==> config.mk <==
export PLATFORM = sky130hd
export DESIGN_NAME = dsi_packetizer
export DESIGN_NICKNAME = d
export VERILOG_FILES = /design/src/verilog/dsi_pkg.sv /design/src/verilog/dsi_packetizer.sv
export SDC_FILE = /design/constraint.sdc
export NUM_CORES = 1
export LEC_CHECK = 0
export BUFFER_PORTS_ARGS = -buffer_cell sky130_fd_sc_hd__buf_2
export CORE_ASPECT_RATIO = 1.5
export CORE_MARGIN = 5
export CORE_UTILIZATION = 40
export DETAILED_ROUTE_END_ITERATION = 16
export MAX_ROUTING_LAYER = met4
export PLACE_DENSITY_LB_ADDON = 0.12
export SLEW_MARGIN = 0
export SYNTH_ARGS = -nofsm -noshare
export SYNTH_HDL_FRONTEND = slang
export SYNTH_SLANG_ARGS = --single-unit
==> constraint.sdc <==
create_clock -name I_clk -period 2.42 [get_ports I_clk]
set_clock_uncertainty 0.1 [all_clocks]
set_input_delay 0.242 -clock I_clk [delete_from_list [all_inputs] [get_ports I_clk]]
set_output_delay 0.242 -clock I_clk [all_outputs]
set_load 0.05 [all_outputs]
==> src/verilog/dsi_pkg.sv <==
package dsi_pkg;

	//--------------------------------------------------------------------
	// Pixel and lane types
	//--------------------------------------------------------------------
	typedef logic [23:0] rgb_t; // Red in [23:16], green in [15:8], blue in [7:0]
	typedef logic [1:0][23:0] pix_pair_t; // [0] even pixel, [1] odd pixel
	typedef logic [31:0] lane_word_t; // Byte k goes out on lane k

	localparam int NUM_LANES = 4; // HS data lanes

	typedef enum logic [5:0] {
		DT_VSYNC_START = 6'h01, // Short packet, start of frame
		DT_RGB888      = 6'h3E // Long packet, 24 bpp packed
	} dsi_dtype_e;

	localparam logic [15:0] CRC_INIT = 16'hFFFF; // Checksum seed per long packet

	// Bar order left to right
	localparam rgb_t BAR_COLORS [8] = '{
		24'hFF_FF_FF, // White
		24'hFF_FF_00, // Yellow
		24'h00_FF_FF, // Cyan
		24'h00_FF_00, // Green
		24'hFF_00_FF, // Magenta
		24'hFF_00_00, // Red
		24'h00_00_FF, // Blue
		24'h00_00_00 // Black
	};

	//--------------------------------------------------------------------
	// Header ECC and payload checksum
	//--------------------------------------------------------------------

	// Hamming parity over {wc_hi, wc_lo, data_id}, bit 0 is data_id[0]
	function automatic logic [7:0] dsi_ecc(input logic [23:0] hdr);
		logic [5:0] p;
		p[0] = ^(hdr & 24'hF12CB7);
		p[1] = ^(hdr & 24'hF2555B);
		p[2] = ^(hdr & 24'h749A6D);
		p[3] = ^(hdr & 24'hB8E38E);
		p[4] = ^(hdr & 24'hDF03F0);
		p[5] = ^(hdr & 24'hEFFC00);
		return {2'b00, p}; // Top two bits always zero
	endfunction

	// x^16+x^12+x^5+1, reflected form, bits shifted in LSB first
	function automatic logic [15:0] crc16_byte(input logic [15:0] crc, input logic [7:0] data);
		logic [15:0] c;
		c = crc;
		for (int i = 0; i < 8; i++) begin
			if (c[0] ^ data[i])
				c = (c >> 1) ^ 16'h8408;
			else
				c = c >> 1;
		end
		return c;
	endfunction

endpackage

==> src/verilog/dsi_packetizer.sv <==
module dsi_packetizer #(
	parameter int H_ACTIVE   = 16,
	parameter int V_ACTIVE   = 4,
	parameter int FIFO_DEPTH = 32,
	parameter int LP_GAP     = 3
) (
	input  logic                                I_clk,
	input  logic                                RST_n,
	input  dsi_pkg::lane_word_t                 rd_data,
	input  logic                                rd_sof,
	input  logic [$clog2(FIFO_DEPTH + 1) - 1:0] fill_count,
	output logic                                rd_en,
	output logic                                hs_clk_en,
	output logic                                hs_data_en,
	output dsi_pkg::lane_word_t                 hs_lane_data,
	output logic                                frame_done
);

	localparam int WPL = H_ACTIVE * 3 / dsi_pkg::NUM_LANES; // Payload words per line
	localparam int PW  = $clog2(WPL + 1);
	localparam int GW  = $clog2(LP_GAP + 1);
	localparam int LW  = $clog2(V_ACTIVE + 1);

	//--------------------------------------------------------------------
	// Fixed packet words
	//--------------------------------------------------------------------
	localparam logic [15:0] WC     = 16'(H_ACTIVE * 3); // Payload bytes
	localparam logic [7:0]  DI_VSS = {2'b00, dsi_pkg::DT_VSYNC_START}; // Virtual channel 0
	localparam logic [7:0]  DI_RGB = {2'b00, dsi_pkg::DT_RGB888};
	localparam dsi_pkg::lane_word_t VSS_WORD =
		{dsi_pkg::dsi_ecc({16'h0000, DI_VSS}), 16'h0000, DI_VSS};
	localparam dsi_pkg::lane_word_t HDR_WORD =
		{dsi_pkg::dsi_ecc({WC, DI_RGB}), WC, DI_RGB};

	typedef enum logic [2:0] {IDLE, VSS, HEADER, PAYLOAD, FOOTER, GAP} state_e;

	state_e        state;
	logic [PW-1:0] word_cnt; // Payload word index
	logic [GW-1:0] gap_cnt;
	logic [LW-1:0] line_cnt; // Lines sent in this frame
	logic          vss_sent; // Header follows the current gap
	logic          line_ready; // Whole line waiting in the FIFO
	logic [15:0]   crc;
	logic [15:0]   crc_next;

	assign line_ready = (int'(fill_count) >= WPL);
	assign rd_en      = (state == PAYLOAD);
	assign hs_data_en = (state == VSS) || (state == HEADER) || (state == PAYLOAD) ||
		(state == FOOTER);

	always_comb begin
		case (state)
			VSS: hs_lane_data = VSS_WORD;
			HEADER: hs_lane_data = HDR_WORD;
			PAYLOAD: hs_lane_data = rd_data; // Straight from the FIFO head
			FOOTER: hs_lane_data = {16'h0000, crc}; // CRC low byte on lane 0
			default: hs_lane_data = '0;
		endcase
	end

	// Lane 0 byte is first on the wire
	always_comb begin
		crc_next = crc;
		for (int k = 0; k < dsi_pkg::NUM_LANES; k++)
			crc_next = dsi_pkg::crc16_byte(crc_next, rd_data[8*k +: 8]);
	end

	always_ff @(posedge I_clk) begin
		if (state == HEADER)
			crc <= dsi_pkg::CRC_INIT;
		else if (state == PAYLOAD)
			crc <= crc_next;
	end

	//--------------------------------------------------------------------
	// Packet sequencer
	//--------------------------------------------------------------------
	always_ff @(posedge I_clk or negedge RST_n) begin
		if (!RST_n) begin
			state      <= IDLE;
			word_cnt   <= '0;
			gap_cnt    <= '0;
			line_cnt   <= '0;
			vss_sent   <= 1'b0;
			hs_clk_en  <= 1'b0;
			frame_done <= 1'b0;
		end else begin
			frame_done <= 1'b0;
			case (state)
				IDLE: begin
					if (line_ready && !hs_clk_en)
						hs_clk_en <= 1'b1; // Clock lane leads the first burst
					else if (line_ready)
						state <= rd_sof ? VSS : HEADER;
				end
				VSS: begin
					vss_sent <= 1'b1;
					line_cnt <= '0;
					gap_cnt  <= '0;
					state    <= GAP;
				end
				HEADER: begin
					word_cnt <= '0;
					state    <= PAYLOAD;
				end
				PAYLOAD: begin
					word_cnt <= word_cnt + 1'b1;
					if (word_cnt == PW'(WPL - 1))
						state <= FOOTER;
				end
				FOOTER: begin
					gap_cnt <= '0;
					state   <= GAP;
					if (line_cnt == LW'(V_ACTIVE - 1)) begin
						line_cnt   <= '0;
						frame_done <= 1'b1; // Frame complete
					end else
						line_cnt <= line_cnt + 1'b1;
				end
				GAP: begin
					gap_cnt <= gap_cnt + 1'b1;
					if (gap_cnt == GW'(LP_GAP - 1)) begin
						vss_sent <= 1'b0;
						if (vss_sent)
							state <= HEADER; // Line behind the VSync packet
						else if (line_ready)
							state <= rd_sof ? VSS : HEADER; // Back to back
						else
							state <= IDLE;
					end
				end
				default: state <= IDLE;
			endcase
		end
	end

	a_data_needs_clk: assert property (@(posedge I_clk) disable iff (!RST_n)
		hs_data_en |-> hs_clk_en)
		else $error("HS data burst without HS clock");

endmodule

==> impl_metrics.toml, run 1 <==
[outcome]
status = "complete, but fails checks"
violations = "setup timing"

[synth]
syn-instance-count = 282
post_synth_num_cell_types = 38
ys_seq_area_share_pct = 26.01
ys.flop_type = "sky130_fd_sc_hd__dfxtp_1"
post_synth_instance_area_mm2 = 0.002675
async_flop_share_pct = 48.39
yosys_register_bits = 31
yosysWarnings = 0
synth.avg_cell_area_um2 = 9.486
number_of_flops_mapped_to_enable_cells_by_yosys = 0
synthesis.nets = 326

[placed_design]
port_buffers = 74
post_place_cell_area_mm2 = 0.003532
hpwlAfterDp_mm = 5.876
gp_congestion = 0.8510

[drt]
avgRoutedWirePerCell_um = 15.71
drt.antenna.violating_nets = 0
drc_errors_left = 0
vias = 2389
vias_per_cell = 4.936
detail_route.wirelength_mm = 7.604
initialDrtViolationCount = 103
first_pass_iters = 4

[sta]
final_max_slew_viol_count = 0
slew_headroom_pct = 67.87
fin_ws_ps = -90.88
worst_hold_slack_ps = 264.7
final.setup.tns_ps = -313.3
worst_slew_pin_slew_ps = 478.4
rsz0062_at_grt = "yes"
hold_viol = 0
clock.fmax_mhz = 398.3
min_period_over_period_pct = 103.8
post-route-min-period_ps = 2511
report.final.setup_viol = 5

[hold_path]
min_path_type = "primary input to flip-flop"
holdCritStartpoint = "rd_sof"

[job]
timing.max_cap.violations = 0

[layout]
layout.cells.most_common_list = "74 x sky130_fd_sc_hd__buf_2, 53 x sky130_fd_sc_hd__buf_4, 27 x sky130_fd_sc_hd__xnor2_1, 23 x sky130_fd_sc_hd__xnor2_2"
drive_gt1_share_pct = 47.79
finish.net_count = 451
final_area_mm2 = 0.003916
layout-area-overhead-vs-synth_pct = 46.40
register_area_um2 = 706.9
finish.utilization_pct = 59.96
fillerInstances = 604
combined_area_of_the_multi_input_logic_cells_mm2 = 0.002206
most_common_cell_after_layout_fill_and_taps_aside = "sky130_fd_sc_hd__buf_2"
number_of_diodes = 0

[global_route]
grt_max_degree = 28
grt_use_total_pct = 18.81
grt_antenna_before_repair = 0
first_global_vias = 2444
grt_pass1_wl_mm = 12.09
overflow = 0

[clocking]
number_of_buffers_inserted_during_clock_tree_synthesis = 5
clk_path_buf_depth = 2
tritoncts_clock_tree = "done"
clkSinkCount = 31
cts_root_buf = "sky130_fd_sc_hd__clkbuf_8"
clock_transition_at_the_registers_of_the_reported_paths_ps = 70
insertion_delay_ps = 290
cts_max_level = 2

[floorplan]
die_wd_um = 76.77
fp.dieArea_mm2 = 0.008457
dieHeight_um = 110.2
placement_rows = 36
floorplan.initialDensity_pct = 40.96
io_pins = 77
placeableCoreArea_mm2 = 0.006531

[worst_setup_path]
timing_worst_setup_path_type = "flip-flop to flip-flop"
timing.rr.start = "crc[1]"
worstSetupStartpoint = "crc[1]"
worst_ep_required_time_ps = 2510
critical_path.startpoint_type = "flip-flop"
crit_path_max_fanout = 3
cp.arrival_ps = 2600
r2r_setup_slack_ps = -90
setup.worst_path.end_class = "flip-flop"
[metal layers]
metal | wire length [um] | track usage, % | up-vias
li1 | - | - | 1207
met1 | 2850 | 19.69 | 1126
met2 | 4377 | 36.27 | 48
met3 | 282 | 2.846 | 8
met4 | 94 | 5.250 | 0
met5 | 0 | - | -
[stage by stage]
step | setup WS (ps) | cells
floorplan | -60.47 | 282
global route | -153.8 | 484
finish | -90.88 | 484
detailed placement | -178.5 | 472
global placement | -148.1 | 472
CTS | -24.73 | 481
[synth_stat cells, types with 3 or more instances]
cell | n | area (um^2)
sky130_fd_sc_hd__a22o_1 | 10 | 87.58
sky130_fd_sc_hd__xnor3_2 | 3 | 71.32
sky130_fd_sc_hd__nand2_1 | 19 | 71.32
sky130_fd_sc_hd__xnor3_1 | 5 | 112.6
sky130_fd_sc_hd__clkbuf_1 | 9 | 33.78
sky130_fd_sc_hd__xor2_1 | 24 | 210.2
sky130_fd_sc_hd__o21a_1 | 3 | 22.52
sky130_fd_sc_hd__o21ai_0 | 22 | 110.1
sky130_fd_sc_hd__nor2b_1 | 9 | 56.30
sky130_fd_sc_hd__a21oi_1 | 13 | 65.06
sky130_fd_sc_hd__xnor2_2 | 4 | 65.06
sky130_fd_sc_hd__ha_1 | 3 | 37.54
sky130_fd_sc_hd__inv_1 | 4 | 15.01
sky130_fd_sc_hd__xnor2_1 | 51 | 446.7
sky130_fd_sc_hd__a21o_1 | 3 | 22.52
sky130_fd_sc_hd__and2_1 | 14 | 87.58
sky130_fd_sc_hd__nor2_1 | 19 | 71.32
sky130_fd_sc_hd__nand3_1 | 4 | 20.02
sky130_fd_sc_hd__a32o_1 | 3 | 30.03
sky130_fd_sc_hd__nor3_1 | 5 | 25.02
sky130_fd_sc_hd__xor3_1 | 3 | 71.32
sky130_fd_sc_hd__dfxtp_1 | 16 | 320.3
sky130_fd_sc_hd__o22a_1 | 6 | 52.55
sky130_fd_sc_hd__dfrtp_1 | 15 | 375.4
[final cells by class]
class | count | area share [%]
Multi-Input combinational cell | 235 | 56.33
Inverter | 5 | 0.4792
Tap cell | 76 | 2.428
Timing Repair Buffer | 129 | 20.38
Sequential cell | 31 | 18.05
Clock buffer | 7 | 2.204
Clock inverter | 1 | 0.1278
[cell families (layout without fill, tap and decap cells)]
logic type               count (synthesis)  count (layout)  share of synthesized area (%)
multiplexers                             1               1                         0.4209
AND/OR/NAND/NOR                         72              72                          12.91
XOR/XNOR                                94              94                          40.46
adder cells (fa/ha/maj)                  3               3                          1.403
flip-flops                              31              31                          26.01
buffers and inverters                   16             142                          2.666
AO/OA/AOI/OAI                           65              65                          16.14
[state kept, by name (all words and copies together) (netlist names)]
register / flops
crc: 16
word_cnt: 4
line_cnt: 3
state: 3
gap_cnt: 2
frame_done: 1
hs_clk_en: 1
vss_sent: 1
[critical path, cell delays in order (launching register included)]
cell	delay, ps
sky130_fd_sc_hd__dfxtp_2	330
sky130_fd_sc_hd__xnor2_2	190
sky130_fd_sc_hd__xnor3_1	450
sky130_fd_sc_hd__buf_4	150
sky130_fd_sc_hd__xor3_4	310
sky130_fd_sc_hd__xnor3_4	370
sky130_fd_sc_hd__xor2_4	190
sky130_fd_sc_hd__xor2_1	160
sky130_fd_sc_hd__o22a_1	160
[final timing paths]
| kind | endpoint | cells after the start |
|---|---|---|
| max in group asynchronous | state[2] | 2 |
| setup / recovery | crc[10] | 8 |
| min in group asynchronous | word_cnt[3] | 2 |
| hold / removal | state[0] | 4 |
| hold reg to reg | word_cnt[1] | 2 |
| setup reg to reg | crc[10] | 8 |
[timing repair]
action | in CTS | in global routing
hold endpoints to repair | 15 | 0
endpoints found under the setup margin | 7 | 15
gates cloned | 0 | 0
hold buffers | 1 | 0
resized for setup | 14 | 26
pin swaps | 7 | 24
setup buffers | 1 | 4
Power of run 1 is not shown: default switching activity piles up to over one toggle a cycle in this logic, so the estimate is an artifact.
==> run 2: changes to the inputs <==
RECOVER_POWER = 50   (was default)
==> impl_metrics.toml, run 2 (synthesized netlist as in run 1, its figures left out) <==
[sta]
report.final.setup_viol = 5
hold_viol = 0
clock.fmax_mhz = 398.2
post-route-min-period_ps = 2511
rsz0062_at_grt = "yes"
worst_hold_slack_ps = 264.9
min_period_over_period_pct = 103.8
slew_headroom_pct = 39.29
worst_slew_pin_slew_ps = 910.7
final.setup.tns_ps = -311.8
final_max_slew_viol_count = 0
fin_ws_ps = -91.25

[layout]
final_cell_count_no_fill = 484
finish.net_count = 451
number_of_diodes = 0
layout-area-overhead-vs-synth_pct = 45.65
layout.cells.most_common_list = "67 x sky130_fd_sc_hd__buf_2, 50 x sky130_fd_sc_hd__buf_4, 27 x sky130_fd_sc_hd__xnor2_1, 23 x sky130_fd_sc_hd__xnor2_2"
most_common_cell_after_layout_fill_and_taps_aside = "sky130_fd_sc_hd__buf_2"
fillerInstances = 612
largest_reg_flops = 16
most_flop_heavy_register = "crc"
drive_gt1_share_pct = 45.59
top_regs = "crc: 16 flops, word_cnt: 4 flops"
final_area_mm2 = 0.003896

[worst_setup_path]
setup.worst_path.end_class = "flip-flop"
crit_path_max_fanout = 3
cp.buffers_inverters = 1
r2r_setup_slack_ps = -90
worst_ep_required_time_ps = 2510
timing.rr.start = "crc[1]"
critical_path.startpoint_type = "flip-flop"
timing_worst_setup_path_type = "flip-flop to flip-flop"
crit_family = "XOR/XNOR gates"
cp.arrival_ps = 2600
timing.critical_path.slowest_stage_cell = "sky130_fd_sc_hd__xnor3_1"
worst_r2r_path_depth = 8
critical_path.max_stage_delay_ps = 450
r2r-end = "crc[10]"
crit_chain = "xnor2_2 > xnor3_1 > buf_4 > xor3_4 > xnor3_4 > xor2_4 > xor2_1 > o22a_1"

[clocking]
tritoncts_clock_tree = "done"
clk_path_buf_depth = 2
number_of_buffers_inserted_during_clock_tree_synthesis = 5
cts_root_buf = "sky130_fd_sc_hd__clkbuf_8"
insertion_delay_ps = 290
clock_transition_at_the_registers_of_the_reported_paths_ps = 70
cts_max_level = 2
clkSinkCount = 31

[outcome]
status = "complete, but fails checks"
violations = "setup timing"

[floorplan]
placement_rows = 36
fp.dieArea_mm2 = 0.008457
placeableCoreArea_mm2 = 0.006531
io_pins = 77
floorplan.initialDensity_pct = 40.96
die_wd_um = 76.77
dieHeight_um = 110.2

[job]
timing.max_cap.violations = 0

[drt]
initialDrtViolationCount = 103
drt.antenna.violating_nets = 0
avgRoutedWirePerCell_um = 15.71
first_pass_iters = 4
vias = 2393
vias_per_cell = 4.944
detail_route.wirelength_mm = 7.606
drc_errors_left = 0

[global_route]
overflow = 0
grt_use_total_pct = 18.81
grt_antenna_before_repair = 0
grt_max_degree = 28
first_global_vias = 2444
grt_pass1_wl_mm = 12.09

[placed_design]
post_placement_cell_count = 472
port_buffers = 74
gp_congestion = 0.8510
post_place_cell_area_mm2 = 0.003532
hpwlAfterDp_mm = 5.876

[hold_path]
min_path_type = "primary input to flip-flop"
hold_path_end = "state[0]"
holdCritStartpoint = "rd_sof"
worst_hold_path_depth = 4
==> run 2: changes by cell type in the layout (fill, tap and decap cells not counted), sizes merged <==
cell	delta
clkbuf	+10
buf	-10
==> run 2: stage by stage <==
stage | worst slack (ps) | utilization [%]
after floorplan | -60.47 | -
after global placement | -148.1 | 54.08
after detailed placement | -178.5 | 54.08
after CTS | -24.73 | 56.88
after global routing | -153.8 | 59.66
final | -91.25 | 59.66
==> run 2: final cells by class <==
type	count	area, um^2	share of cell area, %
Clock inverter	1	5.005	0.1285
Clock buffer	7	86.33	2.216
Multi-Input combinational cell	235	2203	56.55
Timing Repair Buffer	129	780.7	20.04
Tap cell	76	95.09	2.441
Sequential cell	31	706.9	18.14
Inverter	5	18.77	0.4817
==> run 2: per-layer routing <==
layer / GRT usage (%) / share of wire (%)
met1: 19.69 / 37
met2: 36.27 / 57
met3: 2.846 / 4.0
met4: 5.250 / 1.2
met5: - / 0
==> run 2: worst max-delay path by stage <==
stage | start | cells past startpoint | to
2_1_floorplan | rd_data[0] | 7 | crc[9]
3_3_place_gp | rd_data[0] | 8 | crc[9]
3_5_place_dp | rd_data[0] | 8 | crc[9]
4_1_cts | crc[8] | 7 | crc[9]
5_1_grt | crc[1] | 9 | crc[0]
6_report | crc[1] | 8 | crc[10]
==> run 2: worst reg2reg max path: cells and delay by family, from the launching register on <==
kind                   cells  cell delay [ps]
AO/OA/AOI/OAI              1              160
buffers and inverters      1              150
XOR/XNOR                   6             1670
flip-flops                 1              340
==> run 2: repair_timing <==
item / in CTS / in global routing
pin swaps: 7 / 24
gates resized for setup: 14 / 26
setup endpoints to repair: 7 / 15
hold buffers: 1 / 0
setup buffers: 1 / 4
endpoints found under the hold margin: 15 / 0
Power of run 2 is left out for the same reason.
==> run 3: changes to the inputs <==
ABC_AREA = 1   (was default)
SLEW_MARGIN = default   (was 0)
==> impl_metrics.toml, run 3 <==
[synth]
syn-instance-count = 565
synth_most_common_cell = "sky130_fd_sc_hd__nand2_1"
yosys_register_bits = 31
synthDominantCellAreaShare_pct = 17.72
synth.avg_cell_area_um2 = 6.225
post_synth_instance_area_mm2 = 0.003517
number_of_flops_mapped_to_enable_cells_by_yosys = 0
top_cells_by_count_synth = "166 x sky130_fd_sc_hd__nand2_1, 82 x sky130_fd_sc_hd__inv_1, 64 x sky130_fd_sc_hd__nand3_1"
synthesis.nets = 609
async_flop_share_pct = 48.39
ys.flop_type = "sky130_fd_sc_hd__dfxtp_1"
post_synth_num_cell_types = 36
synth_area_leaders = "sky130_fd_sc_hd__nand2_1 18%, sky130_fd_sc_hd__dfrtp_1 11%, sky130_fd_sc_hd__dfxtp_1 9.1%"
synth.largest_area_cell = "sky130_fd_sc_hd__nand2_1"
yosysWarnings = 0
ys_seq_area_share_pct = 19.78

[worst_setup_path]
timing.rr.start = "crc[3]"
crit_path_max_fanout = 7
r2r_setup_slack_ps = 140
crit_path_frequent_cell = "sky130_fd_sc_hd__nor2_1"
crit_chain = "nor2_1 > inv_1 > nor2_1 > clkinvlp_4 > buf_4 > o21ai_0 > buf_2"
cp.buffers_inverters = 4
worst-path-stages = 7
critical_path.max_stage_delay_ps = 450
critical_path.startpoint_type = "flip-flop"
worst_ep_required_time_ps = 2080
worstSetupStartpoint = "state[0]"
timing_worst_setup_path_type = "flip-flop to output port"
worst_setup_path_endpoint = "hs_lane_data[8]"
crit_family = "buffers and inverters"
r2r-end = "crc[10]"
worst_r2r_path_depth = 16
timing.critical_path.slowest_stage_cell = "sky130_fd_sc_hd__dfrtp_1"
setup.worst_path.end_class = "output port"
cp.arrival_ps = 1970

[floorplan]
fp.dieArea_mm2 = 0.01081
floorplan.initialDensity_pct = 40.32
die_wd_um = 86.56
io_pins = 77
dieHeight_um = 124.8
placeableCoreArea_mm2 = 0.008723
placement_rows = 42

[layout]
combined_area_of_the_multi_input_logic_cells_mm2 = 0.002644
number_of_diodes = 0
top_regs = "crc: 16 flops, word_cnt: 4 flops"
most_flop_heavy_register = "crc"
register_area_um2 = 706.9
most_common_cell_after_layout_fill_and_taps_aside = "sky130_fd_sc_hd__nand2_1"
largest_reg_flops = 16
layout-area-overhead-vs-synth_pct = 29.24
finish.net_count = 702
layout.cells.most_common_list = "149 x sky130_fd_sc_hd__nand2_1, 79 x sky130_fd_sc_hd__inv_1, 63 x sky130_fd_sc_hd__nand3_1, 60 x sky130_fd_sc_hd__buf_2, 48 x sky130_fd_sc_hd__nand2_2"
fillerInstances = 917
drive_gt1_share_pct = 33.99

[global_route]
grt_pass1_wl_mm = 17.02
grt_max_degree = 27
first_global_vias = 3631
grt_antenna_before_repair = 0
grt_use_total_pct = 20.38
overflow = 0

[drt]
avgRoutedWirePerCell_um = 13.94
vias = 3762
first_pass_iters = 4
wirelength_met1_mm = 4.223
dr_wl_met2_mm = 5.732
initialDrtViolationCount = 169
met3RoutedLength_um = 300
detail_route.wirelength_mm = 10.72
route.top_layer_used = "met4"
vias_per_cell = 4.892
drt.antenna.violating_nets = 0
drc_errors_left = 0

[sta]
post-route-min-period_ps = 2309
clock.fmax_mhz = 433.2
report.final.setup_viol = 0
hold_viol = 0
min_period_over_period_pct = 95.40
final_max_slew_viol_count = 0
rsz0062_at_grt = "yes"
slew_headroom_pct = 43.88
worst_slew_pin_slew_ps = 841.8
final.setup.tns_ps = 0

[clocking]
clock_transition_at_the_registers_of_the_reported_paths_ps = 50
clkSinkCount = 31
cts_root_buf = "sky130_fd_sc_hd__clkbuf_16"
number_of_buffers_inserted_during_clock_tree_synthesis = 5
insertion_delay_ps = 270
clk_path_buf_depth = 2
cts_max_level = 2
tritoncts_clock_tree = "done"

[placed_design]
hpwlAfterDp_mm = 8.924
port_buffers = 74
gp_congestion = 0.8926

[outcome]
status = "finished, final reports clean"

[hold_path]
min_path_type = "primary input to flip-flop"

[job]
timing.max_cap.violations = 0
## run 3: changes by cell type after synthesis, sizes merged, moves of 9 or more
cell	before	now
nor2	19	31
a21oi	13	1
nor2b	9	0
nand2	19	228
xnor2	55	13
and2	14	0
o21ai	22	32
inv	4	94
nand3	4	75
xnor3	10	0
## run 3: repair_timing
item,CTS,global route
setup buffers,3,9
resized for setup,2,61
hold endpoints to repair,15,0
hold buffers,1,0
setup endpoints to repair,9,36
pin swaps,0,16
## run 3: worst min path at each step
stage,from,end,slack (ps),depth (start not counted)
6_report,rd_sof,state[0],210,3
3_3_place_gp,RST_n,word_cnt[0],70,1
3_5_place_dp,RST_n,word_cnt[0],70,1
4_1_cts,rd_sof,state[0],210,3
5_1_grt,rd_sof,state[0],250,3
2_1_floorplan,RST_n,frame_done,-150,0
## run 3: routing by layer
metal	vias up	global-route usage, %
li1	1956	-
met1	1713	21.67
met2	71	36.88
met3	22	2.316
met4	0	8.899
met5	-	-
## run 3: cell families (layout without fill, tap and decap cells)
logic type               after synthesis  count (layout)  share of synthesized area, %
AO/OA/AOI/OAI                         59              59                         10.57
flip-flops                            31              31                         19.78
AND/OR/NAND/NOR                      338             338                         49.13
buffers and inverters                103             197                         11.10
adder cells (fa/ha/maj)                3               3                         1.067
XOR/XNOR                              31              31                         8.360
## run 3: area by class of cell
type	count	share of cell area [%]
clock buffer	8	3.000
inverter	95	8.065
multi-input combinational	431	58.16
sequential	31	15.55
tap	110	3.028
timing repair buffer	94	12.19
## run 3: worst reg2reg max path: stages, from the launching register on
cell and delay (ps):
sky130_fd_sc_hd__dfxtp_2 360, sky130_fd_sc_hd__xnor2_4 230, sky130_fd_sc_hd__nand2_2 160, sky130_fd_sc_hd__nand2_4 170, sky130_fd_sc_hd__nand2_4 90, sky130_fd_sc_hd__nand3_2 120
sky130_fd_sc_hd__nand2_2 100, sky130_fd_sc_hd__nand2_4 90, sky130_fd_sc_hd__nand2_4 80, sky130_fd_sc_hd__nand2_4 90, sky130_fd_sc_hd__nand2_4 80, sky130_fd_sc_hd__nand2_1 90
sky130_fd_sc_hd__nand3_2 90, sky130_fd_sc_hd__nand2_2 110, sky130_fd_sc_hd__nand2_1 50, sky130_fd_sc_hd__nand3_1 100, sky130_fd_sc_hd__nand2_1 60
## run 3: per-stage QoR
| stage | cell area (um^2) | setup slack, ps | hold WS, ps | instances | util [%] |
|---|---|---|---|---|---|
| after floorplan | 3525 | -196.0 | -153.6 | 565 | - |
| after global placement | 4051 | 32.04 | 70.41 | 748 | 46.44 |
| after detailed placement | 4051 | -1.678 | 73.23 | 748 | 46.44 |
| after CTS | 4224 | 7.385 | 214.7 | 760 | 48.42 |
| after global routing | 4546 | -57.07 | 251.6 | 769 | 52.11 |
| final | 4546 | 111.3 | 214.1 | 769 | 52.11 |
Power of run 3 is left out for the same reason.
